[src/source/qracc_pkg.sv]
/* Shared widths, buffer sizes, controller state encoding and
   the packed configuration, control and bus structs */
`default_nettype none

package qracc_pkg;

    ////////////////////////////////////////////////////////////////////////////
    // Datapath and memory sizes
    ////////////////////////////////////////////////////////////////////////////
    localparam int act_width      = 8;
    localparam int acc_width      = 24;
    localparam int bus_width      = 32;
    localparam int elems_per_word = bus_width / act_width;
    localparam int act_depth      = 256;
    localparam int act_addr_width = $clog2(act_depth);
    localparam int max_taps       = 16;
    localparam int wt_addr_width  = $clog2(max_taps);

    // Sequencer states, same order as the host sequence
    typedef enum logic [2:0] {
        s_idle         = 3'd0,
        s_load_weights = 3'd1,
        s_load_acts    = 3'd2,
        s_load_scaler  = 3'd3,
        s_compute      = 3'd4,
        s_read_acts    = 3'd5
    } qracc_state_t;

    // Convolution shape, held by the host while busy
    typedef struct packed {
        logic [3:0] ifmap_dimx;
        logic [3:0] ifmap_dimy;
        logic [2:0] filter_x;
        logic [2:0] filter_y;
    } qracc_cfg_t;

    // Per-cycle control from the sequencer
    typedef struct packed {
        logic                      act_ext_wr_en;
        logic [act_addr_width-1:0] act_ext_wr_addr;
        logic                      act_rd_en;
        logic [act_addr_width-1:0] act_rd_addr;
        logic [act_addr_width-1:0] act_int_wr_addr;
        logic                      wt_wr_en;
        logic [wt_addr_width-1:0]  wt_wr_addr;
        logic [wt_addr_width-1:0]  wt_rd_addr;
        logic                      tap_valid;
        logic                      tap_last;
        logic                      scaler_wr_en;
    } qracc_ctrl_t;

    // Host data bus request
    typedef struct packed {
        logic                 valid;
        logic                 wen;
        logic [bus_width-1:0] wdata;
    } qracc_bus_t;

endpackage

`default_nettype wire

[src/source/qracc_output_scaler.sv]
/* Scale word register and the scale, shift and saturate stage */
`default_nettype none

module qracc_output_scaler import qracc_pkg::*; (
    input  logic                 clk,
    input  logic                 nrst,
    input  logic                 clear_i,
    input  logic                 scale_wr_en_i,
    input  logic [11:0]          scale_data_i,
    input  logic [acc_width-1:0] sum_i,
    input  logic                 sum_valid_i,
    output logic [act_width-1:0] result_o,
    output logic                 result_valid_o
);

    logic [7:0] scale_q;
    logic [3:0] shift_q;
    logic signed [acc_width+8:0] scaled;
    logic [act_width-1:0] sat;

    // Scale is unsigned, so widen it with a zero sign bit
    assign scaled = ($signed(sum_i) * $signed({1'b0, scale_q})) >>> shift_q;

    always_comb begin
        if (scaled > 127) sat = 8'h7f;
        else if (scaled < -128) sat = 8'h80;
        else sat = scaled[act_width-1:0];
    end

    always_ff @(posedge clk or negedge nrst) begin
        if (!nrst) begin
            {shift_q, scale_q} <= '0;
            result_valid_o     <= 1'b0;
        end else if (clear_i) begin
            {shift_q, scale_q} <= '0;
            result_valid_o     <= 1'b0;
        end else begin
            if (scale_wr_en_i) {shift_q, scale_q} <= scale_data_i;
            result_valid_o <= sum_valid_i;
        end
    end

    always_ff @(posedge clk) begin
        if (sum_valid_i) result_o <= sat;
    end

endmodule

`default_nettype wire

[config.mk]
export PLATFORM = sky130hd
export DESIGN_NAME = qracc_output_scaler
export DESIGN_NICKNAME = d
export VERILOG_FILES = /design/src/source/qracc_pkg.sv /design/src/source/qracc_output_scaler.sv
export SDC_FILE = /design/constraint.sdc
export NUM_CORES = 1
export LEC_CHECK = 0
export BUFFER_PORTS_ARGS = -buffer_cell sky130_fd_sc_hd__buf_4
export CAP_MARGIN = 0
export CORE_MARGIN = 2
export CORE_UTILIZATION = 50
export DETAILED_ROUTE_END_ITERATION = 6
export GPL_ROUTABILITY_DRIVEN = 0
export GPL_TIMING_DRIVEN = 0
export HOLD_SLACK_MARGIN = 0.12
export PLACE_DENSITY = 0.7
export SLEW_MARGIN = 20
export SYNTH_ARGS = -nofsm -noshare
export SYNTH_HDL_FRONTEND = slang
export SYNTH_SLANG_ARGS = --single-unit
[constraint.sdc]
create_clock -name clk -period 6.6 [get_ports clk]
set_clock_uncertainty 0.2 [all_clocks]
set_input_delay 0.66 -clock clk [delete_from_list [all_inputs] [get_ports clk]]
set_output_delay 0.66 -clock clk [all_outputs]
set_load 0.05 [all_outputs]
After elaboration in Yosys (flattened, before gate mapping)

Index checks and enable logic that the tools add are counted.

Bits in registers: 21
Latch bits: 0
Bits in writable memories: 0
ROM bits: 0
Bits of input ports: 41
Output and inout bits: 9
Word-level logic and storage cells: 15
Memories: 0

Add/sub/neg operators: 0
Multipliers: 1
Divide/modulo/power cells: 0
$lt $le $gt $ge: 2
Eq/ne operators: 0
Shift operators: 1
Muxes and demuxes: 6
Bitwise operators: 0
Reduce and logical (&&, ||, !) cells: 1

Operators by type and width:

| operator            | number |
|---|---|
| $gt 33x8->1 const B | 1 |
| $lt 33x8->1 const B | 1 |
| $mul 24x9->33       | 1 |
| $sshr 33x4->33      | 1 |
| $mux 8              | 3 |
| $mux 4              | 2 |
| $reduce_bool 2->1   | 1 |
| $mux 1              | 1 |

Depth between registers and ports, before layout

Gate-level depths: netlist (run 1).

Word-level depth: 4
Gate-level depth with buffers: 26
Gate-level depth less buffers: 24

Worst setup path after synthesis (run 1)

No wires, ideal clock.

Path kind: input-to-reg
Start: input port sum_i[23]
End: register result_o[0], data pin
Setup time: 0.131 ns
Arrival time: 6.660 ns
Required time: 6.269 ns
Setup slack: -0.391 ns
Cell stages on the path: 23
Path through: and2_1 -> fa_1 -> inv_1 -> fa_1 -> inv_1 -> fa_1 -> inv_1 -> fa_1 -> inv_1 -> ha_1 -> clkbuf_1 -> a21oi_1 -> o221ai_1 -> mux2_2 -> a221o_1 -> and2_1 -> mux4_2 -> nand2_1 -> nand2_1 -> a21o_1 -> or4_4 -> o31ai_4 -> a21o_1

Word-level cells in the longest chain between the ends: 4
Elaborated cells between the ends (all ways): 5
Classes of those cells: mul: 1; order compare: 2; shift: 1; mux: 1

Ends and longest elaborated chain:

| item                 | line                      | RTL |
|---|---|---|
| from (decl)          | qracc_output_scaler.sv:10 | `input logic [acc_width-1:0] sum_i,` |
| $mul 24x9->33 *      | qracc_output_scaler.sv:22 | `assign scaled = ($signed(sum_i) * $signed({1'b0, scale_q})) >>> shift_q;` |
| $sshr 33x4->33 *     | qracc_output_scaler.sv:22 |  |
| $lt 33x8->1          | qracc_output_scaler.sv:26 | `else if (scaled < -128) sat = 8'h80;` |
| $mux 8               | qracc_output_scaler.sv:26 |  |
| to (signal assigned) | qracc_output_scaler.sv:44 | `if (sum_valid_i) result_o <= sat;` |
| to (decl)            | qracc_output_scaler.sv:12 | `output logic [act_width-1:0] result_o,` |

Mark *: on every way between the ends. The rest lies on a longest branch, timed or not.
A chain may end at the register's enable or synchronous reset.

Final worst setup path (run 1)

Start: register scale_q[2]
End: register result_o[0], data pin

Word-level cells in the longest chain between the ends: 4
Elaborated cells between the ends (all ways): 5
Classes of those cells: mul: 1; order compare: 2; shift: 1; mux: 1

Ends and longest elaborated chain:

| item                   | line                      | RTL |
|---|---|---|
| from (decl)            | qracc_output_scaler.sv:16 | `logic [7:0] scale_q;` |
| from (signal assigned) | qracc_output_scaler.sv:38 | `if (scale_wr_en_i) {shift_q, scale_q} <= scale_data_i;` |
| $mul 24x9->33 *        | qracc_output_scaler.sv:22 |  |
| $sshr 33x4->33 *       | qracc_output_scaler.sv:22 |  |
| $lt 33x8->1            | qracc_output_scaler.sv:26 |  |
| $mux 8                 | qracc_output_scaler.sv:26 |  |

Marks and branches as above.

==> out/qor.json, run 1 <==
{
  "area_growth_syn_to_layout": {"value": 29.8, "unit": "%"},
  "timing.final.hold_violations": {"value": 0},
  "asyncSetResetFlopFracSynth": {"value": 61.9, "unit": "%"},
  "initial_utilization": {"value": 50.5, "unit": "%"},
  "clockBufferDepth": {"value": 2},
  "final_common_cell": {"value": "sky130_fd_sc_hd__nand2_1"},
  "clock_tree_from_tritoncts": {"value": "done"},
  "design_area": {"value": 12600, "unit": "um2"},
  "startpoint_class_of_the_critical_path": {"value": "flip-flop"},
  "whs_path_cells": {"value": 2},
  "static-leakage-power": {"value": 5.31, "unit": "nW"},
  "cpPeakStageDelay": {"value": 0.59, "unit": "ns"},
  "reg2regPathDepth": {"value": 24},
  "drt_pass1_iterations": {"value": 6},
  "grt_first_pass_wirelength": {"value": 48600, "unit": "um"},
  "timing.rr.start": {"value": "scale_q[2]"},
  "cap_viol_max_count": {"value": 0},
  "worst_slew_margin_rel": {"value": 47.8, "unit": "%"},
  "combinationalPowerShare": {"value": 89.8, "unit": "%"},
  "final_net_count": {"value": 1606},
  "worstSetupStartpoint": {"value": "scale_q[2]"},
  "drv_slew": {"value": 0},
  "fp.dieArea": {"value": 20600, "unit": "um2"},
  "ys_ff_latch": {"value": 21},
  "cts_num_sinks": {"value": 21},
  "ctsRootBufferMaster": {"value": "sky130_fd_sc_hd__clkbuf_16"},
  "num_antenna_cells": {"value": 0},
  "placedInstanceArea": {"value": 10600, "unit": "um2"},
  "final.setup.worst_slack": {"value": -0.322, "unit": "ns"},
  "yosysWarnings": {"value": 0},
  "fillers": {"value": 1542},
  "number_of_antenna_violations_at_the_first_check_in_global_routing": {"value": 2},
  "synth_area_per_cell": {"value": 8.05, "unit": "um2"},
  "grt_setup_unrepaired": {"value": "yes"},
  "synth_flop_cell": {"value": "sky130_fd_sc_hd__dfrtp_1"},
  "internal_power": {"value": 0.00143, "unit": "W"},
  "syn_inst": {"value": 1209},
  "run_status": {"value": "finished with violations"},
  "cp_num_buf_inv": {"value": 6},
  "dp.final_hpwl": {"value": 22700, "unit": "um"},
  "all_layer_global_routing_usage": {"value": 29.7, "unit": "%"},
  "timing.critical_path.depth": {"value": 24},
  "worst_vdd_ir": {"value": 96.6, "unit": "uV"},
  "crit_family": {"value": "adder cells"},
  "core_region_area": {"value": 19300, "unit": "um2"},
  "die_height": {"value": 144, "unit": "um"},
  "design.portCount": {"value": 50},
  "synth_fp_nets": {"value": 1466},
  "clk-insertion-delay-late": {"value": 0.25, "unit": "ns"},
  "power_density": {"value": 240, "unit": "nW/um2"},
  "fmax": {"value": 144, "unit": "MHz"},
  "finalCriticalPeriod": {"value": 6.92, "unit": "ns"},
  "tritoncts.num_buffers": {"value": 3},
  "post_route_cells_drive_above_1_share": {"value": 26.5, "unit": "%"},
  "setup.worst_path.end_class": {"value": "flip-flop"},
  "grt_pass1_vias": {"value": 9565},
  "hold_class": {"value": "in -> reg"},
  "globalRoute.totalOverflow": {"value": 0},
  "grt_start_max_net_pins": {"value": 14},
  "setup_tns": {"value": -2.21, "unit": "ns"},
  "mappedNetlistArea": {"value": 9730, "unit": "um2"},
  "timing.critical_path.cells": {"value": "clkbuf_16 > buf_12 > buf_4 > nand2_1 > fa_2 > fa_1 > fa_1 > fa_1 > inv_1 > ha_4 > clkbuf_8 > nand4_1 > or3_4 > nor3_2 > a221oi_2 > and2_4 > mux4_2 > nand2_1 > nand2_1 > a21o_1 > or4_4 > o31ai_4 > buf_6 > a21o_1"},
  "p_seq_share": {"value": 6.1, "unit": "%"},
  "htree_num_levels": {"value": 1},
  "synth_sequential_area_ratio": {"value": 5.81, "unit": "%"},
  "worstMarginPinSlew": {"value": 0.780, "unit": "ns"},
  "cp_required": {"value": 6.53, "unit": "ns"},
  "dieWidth": {"value": 144, "unit": "um"},
  "slowest_stage": {"value": "sky130_fd_sc_hd__fa_2"},
  "route.final.wire_length": {"value": 31500, "unit": "um"},
  "remaining_drc_errors": {"value": 0},
  "path_max_fanout": {"value": 10},
  "finalSetupViolCount": {"value": 7},
  "layout.cells.most_common_list": {"value": "sky130_fd_sc_hd__nand2_1 (175), sky130_fd_sc_hd__inv_1 (161), sky130_fd_sc_hd__fa_1 (140)"},
  "initialDrtViolationCount": {"value": 1055},
  "min_from": {"value": "clear_i"},
  "placementRows": {"value": 51},
  "num_vias": {"value": 9754},
  "net-switching-power": {"value": 0.00159, "unit": "W"},
  "failed_checks": {"value": "setup timing"},
  "clkPwrFrac": {"value": 4.2, "unit": "%"},
  "synth_enable_flop_cells": {"value": 8},
  "final.period_utilization": {"value": 105, "unit": "%"},
  "net_switching_share_of_the_total_power": {"value": 52.7, "unit": "%"},
  "timing.critical_path.arrival": {"value": 6.85, "unit": "ns"},
  "clkSlewWorstSetupHoldPaths": {"value": 0.06, "unit": "ns"},
  "viasPerCell": {"value": 6.05},
  "synthDistinctLibCells": {"value": 72},
  "avgRoutedWirePerCell": {"value": 19.5, "unit": "um"},
  "crit_type": {"value": "reg -> reg"},
  "antenna_violating_nets_post_route": {"value": 0},
  "numPortBuffers": {"value": 49}
}
power groups by stage:
stage / clock network [W] / logic, W / registers (W)
2_1_floorplan: 0 / 0.00143 / 0.000238
3_3_place_gp: 0 / 0.00196 / 0.000185
3_5_place_dp: 0 / 0.00197 / 0.000185
4_1_cts: 0.000125 / 0.00225 / 0.000182
5_1_grt: 0.000132 / 0.00290 / 0.000186
6_report: 0.000126 / 0.00272 / 0.000183
kinds of logic (layout without fill, tap and decap cells):
logic type	after synthesis	count (layout)	synth area share, %
fa+ha+maj	216	216	39.3
xor+xnor	26	26	2.34
compound gates	219	219	15.5
simple gates	435	435	21.2
buf+inv	239	378	9.41
mux	53	53	6.36
flops	21	21	5.81
stage by stage:
stage,std cells,util [%],hold slack (ns),setup slack (ns),total power (W)
floorplan,1209,-,0.164,0.0113,0.00167
global placement,1523,54.8,0.309,-1.32,0.00214
CTS,1573,60.5,0.395,-0.287,0.00255
detailed placement,1523,54.8,0.314,-1.33,0.00216
global route,1613,65.5,0.390,-0.450,0.00322
finish,1613,65.5,0.390,-0.322,0.00303
cell usage after synthesis (4+ instances only):
library cell	n	area share, %
sky130_fd_sc_hd__a211o_1	4	0.36
sky130_fd_sc_hd__a211oi_1	7	0.54
sky130_fd_sc_hd__a21boi_0	5	0.39
sky130_fd_sc_hd__a21o_1	15	1.2
sky130_fd_sc_hd__a21oi_1	56	2.9
sky130_fd_sc_hd__a221oi_1	6	0.54
sky130_fd_sc_hd__a22oi_1	5	0.39
sky130_fd_sc_hd__a31oi_1	10	0.64
sky130_fd_sc_hd__and2_1	77	4.9
sky130_fd_sc_hd__and3_1	9	0.58
sky130_fd_sc_hd__buf_1	6	0.23
sky130_fd_sc_hd__clkbuf_1	54	2.1
sky130_fd_sc_hd__dfrtp_1	13	3.3
sky130_fd_sc_hd__edfxtp_1	8	2.5
sky130_fd_sc_hd__fa_1	150	31
sky130_fd_sc_hd__ha_1	66	8.5
sky130_fd_sc_hd__inv_1	173	6.7
sky130_fd_sc_hd__mux2_2	11	1.3
sky130_fd_sc_hd__mux2i_1	36	3.7
sky130_fd_sc_hd__mux4_2	6	1.4
sky130_fd_sc_hd__nand2_1	192	7.4
sky130_fd_sc_hd__nand3_1	20	1.0
sky130_fd_sc_hd__nand4_1	20	1.3
sky130_fd_sc_hd__nor2_1	63	2.4
sky130_fd_sc_hd__nor2b_1	5	0.32
sky130_fd_sc_hd__nor3_1	18	0.93
sky130_fd_sc_hd__nor4_1	7	0.45
sky130_fd_sc_hd__o211a_1	5	0.51
sky130_fd_sc_hd__o211ai_1	14	1.1
sky130_fd_sc_hd__o21a_1	4	0.31
sky130_fd_sc_hd__o21ai_0	33	1.7
sky130_fd_sc_hd__o221ai_1	9	0.81
sky130_fd_sc_hd__o22ai_1	4	0.26
sky130_fd_sc_hd__o31ai_1	8	0.62
sky130_fd_sc_hd__or3_1	7	0.45
sky130_fd_sc_hd__xnor2_1	15	1.3
sky130_fd_sc_hd__xor2_1	11	0.99
per-layer routing:
layer / part of all wire [%] / vias to the layer above / GRT usage (%)
met5: 0 / - / 0
met3: 9.3 / 84 / 3.80
met4: 2.9 / 0 / 6.86
met2: 48 / 562 / 50.2
li1: - / 4334 / -
met1: 39 / 4774 / 40.7
worst reg2reg max path: cells and delay by family, from the launching register on:
kind	cells	cell delay, ns
muxes	1	0.52
AOI/OAI and AO/OA	4	0.58
DFF	1	0.48
adders and majority gates	5	2.42
buffers and inverters	6	0.79
and+or+nand+nor	8	1.78
final timing paths:
| kind | endpoint | slack, ns |
|---|---|---|
| setup / recovery | result_o[0] | -0.32 |
| hold / removal | shift_q[3] | 0.39 |
| setup reg to reg | result_o[0] | -0.32 |
| hold reg to reg | scale_q[4] | 0.51 |
| max in group asynchronous | scale_q[0] | 5.44 |
| min in group asynchronous | scale_q[7] | 0.58 |
registers in the layout, indices dropped and copies added, names as in the netlist:
signal / cells
result_valid_o: 1
scale_q: 8
result_o: 8
shift_q: 4
cell type report:
| class | instances | area (um2) | area share [%] |
|---|---|---|---|
| Clock buffer | 4 | 78.8 | 0.624 |
| Inverter | 174 | 656 | 5.19 |
| Sequential cell | 21 | 576 | 4.56 |
| Timing Repair Buffer | 146 | 1230 | 9.77 |
| Tap cell | 265 | 332 | 2.63 |
| Buffer | 54 | 500 | 3.96 |
| Multi-Input combinational cell | 949 | 9260 | 73.3 |
repair_timing:
| item | in CTS | in global routing |
|---|---|---|
| hold endpoints to repair | 13 | 0 |
| hold buffers | 1 | 0 |
| gates cloned | 1 | 0 |
| setup endpoints to repair | 7 | 7 |
| pin swaps | 52 | 113 |
| setup buffers | 53 | 43 |
| resized for setup | 152 | 139 |
(Power assumes the default switching activity.)
==> run 2, diff against run 1 <==
--- a/config.mk
+++ b/config.mk
@@ -5,15 +5,18 @@
 export SDC_FILE = /design/constraint.sdc
 export NUM_CORES = 1
 export LEC_CHECK = 0
+export ABC_AREA = 1
 export BUFFER_PORTS_ARGS = -buffer_cell sky130_fd_sc_hd__buf_4
 export CAP_MARGIN = 0
 export CORE_MARGIN = 2
 export CORE_UTILIZATION = 50
+export CTS_BUF_LIST = sky130_fd_sc_hd__clkbuf_16
 export DETAILED_ROUTE_END_ITERATION = 6
 export GPL_ROUTABILITY_DRIVEN = 0
 export GPL_TIMING_DRIVEN = 0
 export HOLD_SLACK_MARGIN = 0.12
 export PLACE_DENSITY = 0.7
+export SETUP_SLACK_MARGIN = 0.2
 export SLEW_MARGIN = 20
 export SYNTH_ARGS = -nofsm -noshare
 export SYNTH_HDL_FRONTEND = slang
==> run 2 against run 1 <==
Net effect: the flow now finishes without violations; sequential share of layout area is 0.36 points higher; hold slack worse by 0.016 ns; global-route usage is 2.3 points lower; synthesized cell count is 41% higher.
==> out/qor.json, run 2 <==
{
  "run_status": {"value": "complete, no violations"},
  "die_height": {"value": 150, "unit": "um", "change": "+4.2%"},
  "synth_most_common_cell": {"value": "sky130_fd_sc_hd__nand2_1"},
  "slowest_stage": {"value": "sky130_fd_sc_hd__fa_2"},
  "area_growth_syn_to_layout": {"value": 8.49, "unit": "%"},
  "final_common_cell": {"value": "sky130_fd_sc_hd__nand2_1"},
  "power_density": {"value": 190, "unit": "nW/um2", "change": "-21%"},
  "num_vias": {"value": 10600, "change": "+8.4%"},
  "synth-xor-area-share": {"value": 0.992, "unit": "%", "change": "-1.3 points"},
  "fmax": {"value": 165, "unit": "MHz", "change": "+14%"},
  "grtUsageMet1": {"value": 37.4, "unit": "%", "change": "-3.3 points"},
  "initial_utilization": {"value": 50.7, "unit": "%", "change": "+0.20 points"},
  "final_net_count": {"value": 1994, "change": "+24%"},
  "cpPeakStageDelay": {"value": 0.59, "unit": "ns", "change": "about the same"},
  "synth.top_cells.by_count": {"value": "sky130_fd_sc_hd__nand2_1 (584), sky130_fd_sc_hd__inv_1 (366), sky130_fd_sc_hd__nand3_1 (253), sky130_fd_sc_hd__fa_1 (150), sky130_fd_sc_hd__ha_1 (66)"},
  "setup.worst_path.end_class": {"value": "flip-flop"},
  "finalCriticalPeriod": {"value": 6.07, "unit": "ns", "change": "-0.852 ns"},
  "tritoncts.num_buffers": {"value": 3, "change": "unchanged"},
  "crit_type": {"value": "in -> reg"},
  "synthDistinctLibCells": {"value": 39, "change": "-46%"},
  "fin_worst_hold_slack": {"value": 0.374, "unit": "ns", "change": "-0.0165 ns"},
  "number_of_antenna_violations_at_the_first_check_in_global_routing": {"value": 0, "change": "-2"},
  "synth_enable_flop_cells": {"value": 8, "change": "unchanged"},
  "startpoint_class_of_the_critical_path": {"value": "input port"},
  "clockBufferDepth": {"value": 2, "change": "unchanged"},
  "cts_num_sinks": {"value": 21, "change": "unchanged"},
  "synth_flop_cell": {"value": "sky130_fd_sc_hd__dfrtp_1"},
  "dp.final_hpwl": {"value": 24700, "unit": "um", "change": "+8.6%"},
  "yosysWarnings": {"value": 0, "change": "unchanged"},
  "design_area": {"value": 11500, "unit": "um2", "change": "-9.0%"},
  "design.portCount": {"value": 50, "change": "unchanged"},
  "synth_top_family_by_area": {"value": "simple AND/OR/NAND/NOR gates"},
  "fp.dieArea": {"value": 22400, "unit": "um2", "change": "+8.6%"},
  "grt_pass1_vias": {"value": 10500, "change": "+9.7%"},
  "detailedPlace.worstSlack": {"value": -0.238, "unit": "ns", "change": "+1.09 ns"},
  "syn_inst": {"value": 1701, "change": "+41%"},
  "placedInstanceArea": {"value": 11100, "unit": "um2", "change": "+5.4%"},
  "synth_simple_gate_area_share": {"value": 38.5, "unit": "%", "change": "+17 points"},
  "clock_tree_from_tritoncts": {"value": "done"},
  "finalSetupViolCount": {"value": 0, "change": "-7"},
  "yosys.area_share.adder": {"value": 36.1, "unit": "%", "change": "-3.2 points"},
  "grt_start_max_net_pins": {"value": 14, "change": "unchanged"},
  "clkSlewWorstSetupHoldPaths": {"value": 0.06, "unit": "ns", "change": "about the same"},
  "fillers": {"value": 2131, "change": "+38%"},
  "synth_sequential_area_ratio": {"value": 5.34, "unit": "%", "change": "-0.47 points"},
  "met2_usage": {"value": 47.5, "unit": "%", "change": "-2.7 points"},
  "grt_first_pass_wirelength": {"value": 49400, "unit": "um", "change": "+1.6%"},
  "finalCoreUtilization": {"value": 55.0, "unit": "%", "change": "-11 points"},
  "static-leakage-power": {"value": 6.34, "unit": "nW", "change": "+19%"},
  "final.setup.worst_slack": {"value": 0.530, "unit": "ns", "change": "+0.852 ns"},
  "synth.area.top_cells": {"value": "sky130_fd_sc_hd__fa_1 (28%), sky130_fd_sc_hd__nand2_1 (21%), sky130_fd_sc_hd__inv_1 (13%)"},
  "post_synth_mux_area_share": {"value": 0, "unit": "%", "change": "-6.4 points"},
  "setup_tns": {"value": 0, "unit": "ns", "change": "+2.21 ns"},
  "ys_ff_latch": {"value": 21, "change": "unchanged"},
  "htree_num_levels": {"value": 1, "change": "unchanged"},
  "dieWidth": {"value": 150, "unit": "um", "change": "+4.2%"},
  "core_region_area": {"value": 20900, "unit": "um2", "change": "+8.4%"},
  "num_antenna_cells": {"value": 0, "change": "unchanged"},
  "drv_slew": {"value": 0, "change": "unchanged"},
  "synth.top_cell.area_share": {"value": 28.4, "unit": "%", "change": "-2.5 points"},
  "drt_pass1_iterations": {"value": 6, "change": "unchanged"},
  "grt_setup_unrepaired": {"value": "no"},
  "critical-path-top-cell-by-count": {"value": "sky130_fd_sc_hd__nand2_1"},
  "layout.cells.most_common_list": {"value": "sky130_fd_sc_hd__nand2_1 (580), sky130_fd_sc_hd__inv_1 (365), sky130_fd_sc_hd__nand3_1 (248)"},
  "top_usage_layer": {"value": "met2"},
  "worstMarginPinSlew": {"value": 0.572, "unit": "ns", "change": "-0.208 ns"},
  "ctsRootBufferMaster": {"value": "sky130_fd_sc_hd__clkbuf_16"},
  "timing.final.hold_violations": {"value": 0, "change": "unchanged"},
  "initialDrtViolationCount": {"value": 724, "change": "-31%"},
  "cap_viol_max_count": {"value": 0, "change": "unchanged"},
  "area_fraction_in_compound_gates_after_synthesis": {"value": 2.49, "unit": "%", "change": "-13 points"},
  "worst_slew_margin_rel": {"value": 61.9, "unit": "%", "change": "+14 points"},
  "post_route_cells_drive_above_1_share": {"value": 8.87, "unit": "%", "change": "-18 points"},
  "viasPerCell": {"value": 5.26, "change": "-13%"},
  "numPortBuffers": {"value": 25, "change": "-49%"},
  "globalRoute.totalOverflow": {"value": 0, "change": "unchanged"},
  "synth_fp_nets": {"value": 1958, "change": "+34%"},
  "path_max_fanout": {"value": 8, "change": "-2"},
  "clk-insertion-delay-late": {"value": 0.25, "unit": "ns", "change": "about the same"},
  "remaining_drc_errors": {"value": 0, "change": "unchanged"},
  "timing.critical_path.arrival": {"value": 5.88, "unit": "ns", "change": "-0.97 ns"},
  "placementRows": {"value": 53, "change": "+3.9%"},
  "avgRoutedWirePerCell": {"value": 14.6, "unit": "um", "change": "-25%"},
  "use_met3": {"value": 2.53, "unit": "%", "change": "-1.3 points"},
  "cp_required": {"value": 6.41, "unit": "ns", "change": "-0.12 ns"},
  "route.final.wire_length": {"value": 29400, "unit": "um", "change": "-6.7%"},
  "worst_vdd_ir": {"value": 84.4, "unit": "uV", "change": "-13%"},
  "hold_class": {"value": "in -> reg"},
  "antenna_violating_nets_post_route": {"value": 0, "change": "unchanged"},
  "all_layer_global_routing_usage": {"value": 27.4, "unit": "%", "change": "-2.3 points"},
  "synth_top_area_cell": {"value": "sky130_fd_sc_hd__fa_1"},
  "synth_area_per_cell": {"value": 6.23, "unit": "um2", "change": "-23%"},
  "final.period_utilization": {"value": 92.0, "unit": "%", "change": "-13 points"},
  "asyncSetResetFlopFracSynth": {"value": 61.9, "unit": "%", "change": "unchanged"},
  "mappedNetlistArea": {"value": 10600, "unit": "um2", "change": "+8.8%"}
}
## run 2: final timing paths
kind	startpoint	end	slack (ns)	depth (start not counted)
max in group asynchronous	nrst	shift_q[1]	5.46	2
min in group asynchronous	nrst	shift_q[2]	0.58	2
min reg2reg	scale_q[1]	scale_q[1]	0.53	3
max reg2reg	scale_q[3]	result_o[4]	0.54	31
min	clear_i	result_valid_o	0.37	2
max	sum_i[23]	result_o[4]	0.53	31
## run 2: metal layers
| metal | part of all wire (%) | up-vias |
|---|---|---|
| li1 | - | 5153 |
| met1 | 44 | 5011 |
| met2 | 47 | 363 |
| met3 | 6.8 | 44 |
| met4 | 1.8 | 0 |
| met5 | 0 | - |
## run 2: per-stage QoR
step | instances | power (W)
6_report | 2011 | 0.00218
5_1_grt | 2011 | 0.00244
4_1_cts | 2006 | 0.00212
3_5_place_dp | 2001 | 0.00197
3_3_place_gp | 2001 | 0.00195
2_1_floorplan | 1701 | 0.00156
## run 2: area by class of cell
type / count / area [um2] / share of cell area [%]
clock buffer: 3 / 75.1 / 0.653
timing repair buffer: 31 / 235 / 2.05
buffer: 82 / 452 / 3.93
tap: 275 / 344 / 2.99
inverter: 375 / 1410 / 12.3
sequential: 21 / 566 / 4.92
clock inverter: 1 / 5.00 / 0.0436
multi-input combinational: 1223 / 8400 / 73.1
## run 2: repair_timing
| action | CTS | global route |
|---|---|---|
| pin swaps | 0 | 9 |
| setup endpoints to repair | 7 | 7 |
| hold buffers | 1 | 0 |
| hold endpoints to repair | 13 | 0 |
| gates resized for setup | 20 | 122 |
| cloned | 0 | 0 |
| buffers inserted | 0 | 5 |
## run 2: cell families (layout without fill, tap and decap cells)
group / count (synthesis) / count (layout)
fa+ha+maj: 216 / 216
compound gates: 49 / 49
simple gates: 946 / 946
flops: 21 / 21
xor+xnor: 12 / 12
buf+inv: 457 / 492
## run 2: critical path, delay by kind of cell
family        cells  cell delay, ns
buf+inv           6            0.48
simple gates     20            2.14
fa+ha+maj         5            2.57
## run 2: power by group
group | internal, W | leakage (nW) | total (W) | switching [W]
registers | 0.000165 | 0.248 | 0.000171 | 0.00000609
logic | 0.000640 | 6.05 | 0.00188 | 0.00124
clock network | 0.0000813 | 0.0409 | 0.000126 | 0.0000452
==> run 3, diff against run 2 <==
--- a/config.mk
+++ b/config.mk
@@ -8,14 +8,15 @@
 export ABC_AREA = 1
 export BUFFER_PORTS_ARGS = -buffer_cell sky130_fd_sc_hd__buf_4
 export CAP_MARGIN = 0
+export CELL_PAD_IN_SITES_DETAIL_PLACEMENT = 0
+export CELL_PAD_IN_SITES_GLOBAL_PLACEMENT = 1
 export CORE_MARGIN = 2
-export CORE_UTILIZATION = 50
+export CORE_UTILIZATION = 42
 export CTS_BUF_LIST = sky130_fd_sc_hd__clkbuf_16
 export DETAILED_ROUTE_END_ITERATION = 6
-export GPL_ROUTABILITY_DRIVEN = 0
 export GPL_TIMING_DRIVEN = 0
 export HOLD_SLACK_MARGIN = 0.12
-export PLACE_DENSITY = 0.7
+export PLACE_DENSITY_LB_ADDON = 0.1
 export SETUP_SLACK_MARGIN = 0.2
 export SLEW_MARGIN = 20
 export SYNTH_ARGS = -nofsm -noshare
==> run 3 against run 2 <==
Net effect: via count shrank 2.1%; sequential share of layout area is 0.13 points lower; core utilization shrank 7.8 points; sequential cell count stayed put; critical path type is now reg -> reg.
==> out/qor.json, run 3 (synthesis results as in run 2) <==
{
  "dp.final_hpwl": {"value": 28000, "unit": "um", "change": "+14%"},
  "fp.dieArea": {"value": 26500, "unit": "um2", "change": "+19%"},
  "placedInstanceArea": {"value": 11200, "unit": "um2", "change": "+0.62%"},
  "grt_pass1_vias": {"value": 10500, "change": "+0.35%"},
  "grt_first_pass_wirelength": {"value": 53900, "unit": "um", "change": "+9.2%"},
  "remaining_drc_errors": {"value": 0, "change": "unchanged"},
  "fin_worst_hold_slack": {"value": 0.354, "unit": "ns", "change": "-0.0200 ns"},
  "all_layer_global_routing_usage": {"value": 25.9, "unit": "%", "change": "-1.4 points"},
  "crit_family": {"value": "adder cells"},
  "grt_start_max_net_pins": {"value": 14, "change": "unchanged"},
  "slowest_stage": {"value": "sky130_fd_sc_hd__fa_1"},
  "setup.worst_path.end_class": {"value": "flip-flop"},
  "run_status": {"value": "complete, no violations"},
  "post_route_cells_drive_above_1_share": {"value": 11.3, "unit": "%", "change": "+2.4 points"},
  "clkPwrFrac": {"value": 6.2, "unit": "%", "change": "+0.4 points"},
  "path_max_fanout": {"value": 10, "change": "+2"},
  "clk-insertion-delay-late": {"value": 0.27, "unit": "ns", "change": "+0.02 ns"},
  "antenna_violating_nets_post_route": {"value": 0, "change": "unchanged"},
  "clkSlewWorstSetupHoldPaths": {"value": 0.07, "unit": "ns", "change": "about the same"},
  "fillers": {"value": 2727, "change": "+28%"},
  "clockBufferDepth": {"value": 2, "change": "unchanged"},
  "layout.cells.non_filler": {"value": 2063, "change": "+2.6%"},
  "finalSetupViolCount": {"value": 0, "change": "unchanged"},
  "grt_setup_unrepaired": {"value": "no"},
  "design_area": {"value": 11800, "unit": "um2", "change": "+2.6%"},
  "gp_routability_congestion": {"value": 0.897},
  "regToRegSetupSlack": {"value": 0.53, "unit": "ns", "change": "about the same"},
  "ctsRootBufferMaster": {"value": "sky130_fd_sc_hd__clkbuf_16"},
  "core_region_area": {"value": 25000, "unit": "um2", "change": "+20%"},
  "timing.final.hold_violations": {"value": 0, "change": "unchanged"},
  "instance_count_after_placement_with_tap_cells_included": {"value": 2056, "change": "+2.7%"},
  "final_net_count": {"value": 1991, "change": "-0.15%"},
  "net_switching_share_of_the_total_power": {"value": 59.7, "unit": "%", "change": "+0.35 points"},
  "final_common_cell": {"value": "sky130_fd_sc_hd__nand2_1"},
  "route.final.wire_length": {"value": 32900, "unit": "um", "change": "+12%"},
  "final.period_utilization": {"value": 91.9, "unit": "%", "change": "about the same"},
  "area_growth_syn_to_layout": {"value": 11.4, "unit": "%"},
  "worst_slew_margin_rel": {"value": 50.5, "unit": "%", "change": "-11 points"},
  "num_antenna_cells": {"value": 0, "change": "unchanged"},
  "worst_vdd_ir": {"value": 147, "unit": "uV", "change": "+74%"},
  "static-leakage-power": {"value": 6.38, "unit": "nW", "change": "+0.66%"},
  "viasPerCell": {"value": 5.02, "change": "-4.6%"},
  "cpPeakStageDelay": {"value": 0.56, "unit": "ns", "change": "-0.03 ns"},
  "cp_num_buf_inv": {"value": 6, "change": "unchanged"},
  "setup_tns": {"value": 0, "unit": "ns", "change": "unchanged"},
  "htree_num_levels": {"value": 1, "change": "unchanged"},
  "finalCriticalPeriod": {"value": 6.07, "unit": "ns", "change": "-0.00223 ns"},
  "timing.critical_path.arrival": {"value": 5.89, "unit": "ns", "change": "about the same"},
  "drv_slew": {"value": 0, "change": "unchanged"},
  "tritoncts.num_buffers": {"value": 3, "change": "unchanged"},
  "cts_num_sinks": {"value": 21, "change": "unchanged"},
  "net-switching-power": {"value": 0.00137, "unit": "W", "change": "+5.5%"},
  "critical-path-top-cell-by-count": {"value": "sky130_fd_sc_hd__nand2_1"},
  "layout.cells.most_common_list": {"value": "sky130_fd_sc_hd__nand2_1 (571), sky130_fd_sc_hd__inv_1 (365), sky130_fd_sc_hd__nand3_1 (238)"},
  "power_density": {"value": 194, "unit": "nW/um2", "change": "+2.2%"},
  "internal_power": {"value": 0.000921, "unit": "W", "change": "+4.0%"},
  "clock_tree_from_tritoncts": {"value": "done"},
  "p_seq_share": {"value": 7.4, "unit": "%", "change": "-0.4 points"},
  "initialDrtViolationCount": {"value": 781, "change": "+7.9%"},
  "crit_type": {"value": "reg -> reg"},
  "dieWidth": {"value": 163, "unit": "um", "change": "+8.9%"},
  "design.portCount": {"value": 50, "change": "unchanged"},
  "worstMarginPinSlew": {"value": 0.743, "unit": "ns", "change": "+0.171 ns"},
  "number_of_antenna_violations_at_the_first_check_in_global_routing": {"value": 0, "change": "unchanged"},
  "num_vias": {"value": 10400, "change": "-2.1%"},
  "initial_utilization": {"value": 42.4, "unit": "%", "change": "-8.3 points"},
  "globalRoute.totalOverflow": {"value": 0, "change": "unchanged"},
  "avgRoutedWirePerCell": {"value": 15.9, "unit": "um", "change": "+9.1%"},
  "die_height": {"value": 163, "unit": "um", "change": "+8.9%"},
  "combinationalPowerShare": {"value": 86.4, "unit": "%", "change": "about the same"},
  "cap_viol_max_count": {"value": 0, "change": "unchanged"},
  "numPortBuffers": {"value": 25, "change": "unchanged"},
  "fmax": {"value": 165, "unit": "MHz", "change": "about the same"},
  "cp_required": {"value": 6.42, "unit": "ns", "change": "about the same"},
  "startpoint_class_of_the_critical_path": {"value": "flip-flop"},
  "placementRows": {"value": 58, "change": "+9.4%"},
  "hold_class": {"value": "in -> reg"},
  "drt_pass1_iterations": {"value": 5, "change": "-1"}
}
[run 3: changes by cell type in the layout (fill, tap and decap cells not counted), sizes merged]
cell / previous run / this run
clkbuf: 50 / 43
buf: 65 / 69
[run 3: path summary, 6_finish.rpt]
check                            from             end  cells past startpoint
setup / recovery           scale_q[2]     result_o[3]                     32
hold / removal                clear_i  result_valid_o                      2
setup reg to reg           scale_q[2]     result_o[3]                     32
hold reg to reg            scale_q[3]      scale_q[3]                      3
max in group asynchronous        nrst      shift_q[3]                      2
min in group asynchronous        nrst      scale_q[0]                      2
[run 3: repair_timing]
action | 4_1_cts | 5_1_grt
endpoints found under the hold margin | 13 | 0
gates cloned | 0 | 0
hold buffers | 1 | 0
gates resized for setup | 47 | 156
setup buffers | 0 | 2
pin swaps | 0 | 10
setup endpoints to repair | 7 | 7
[run 3: routing by layer]
metal	wire (um)	up-vias	track usage, %
li1	-	5137	-
met1	15100	4954	36.1
met2	15300	223	44.3
met3	1760	36	1.96
met4	650	0	5.55
met5	0	-	0
[run 3: area by class of cell]
type,count,area (um2),share of cell area [%]
clock inverters,1,5.00,0.0424
repair buffers,28,213,1.80
clock buffers,3,75.1,0.637
flip-flops and latches,21,566,4.80
inverters,375,1420,12.0
well taps,330,413,3.50
plain buffers,82,520,4.41
multi-input cells,1223,8590,72.8
[run 3: power by group through the flow]
stage / combinational (W) / clock (W) / sequential, W
2_1_floorplan: 0.00133 / 0 / 0.000229
3_3_place_gp: 0.00183 / 0 / 0.000172
3_5_place_dp: 0.00185 / 0 / 0.000172
4_1_cts: 0.00186 / 0.000144 / 0.000170
5_1_grt: 0.00223 / 0.000147 / 0.000171
6_report: 0.00198 / 0.000141 / 0.000170
[run 3: worst register-to-register path: cells and delay by family (launching register included)]
kind          cells  cell delay (ns)
fa+ha+maj         5             2.47
simple gates     21             2.19
buf+inv           6             0.63
flops             1             0.34
[run 3: per-stage QoR]
step | setup WS, ns | util (%) | power (W)
after detailed placement | -0.544 | 44.8 | 0.00202
after CTS | 0.216 | 45.6 | 0.00218
after floorplan | 0.567 | - | 0.00156
after global routing | 0.191 | 47.2 | 0.00255
final | 0.532 | 47.2 | 0.00229
after global placement | -0.543 | 44.8 | 0.00200
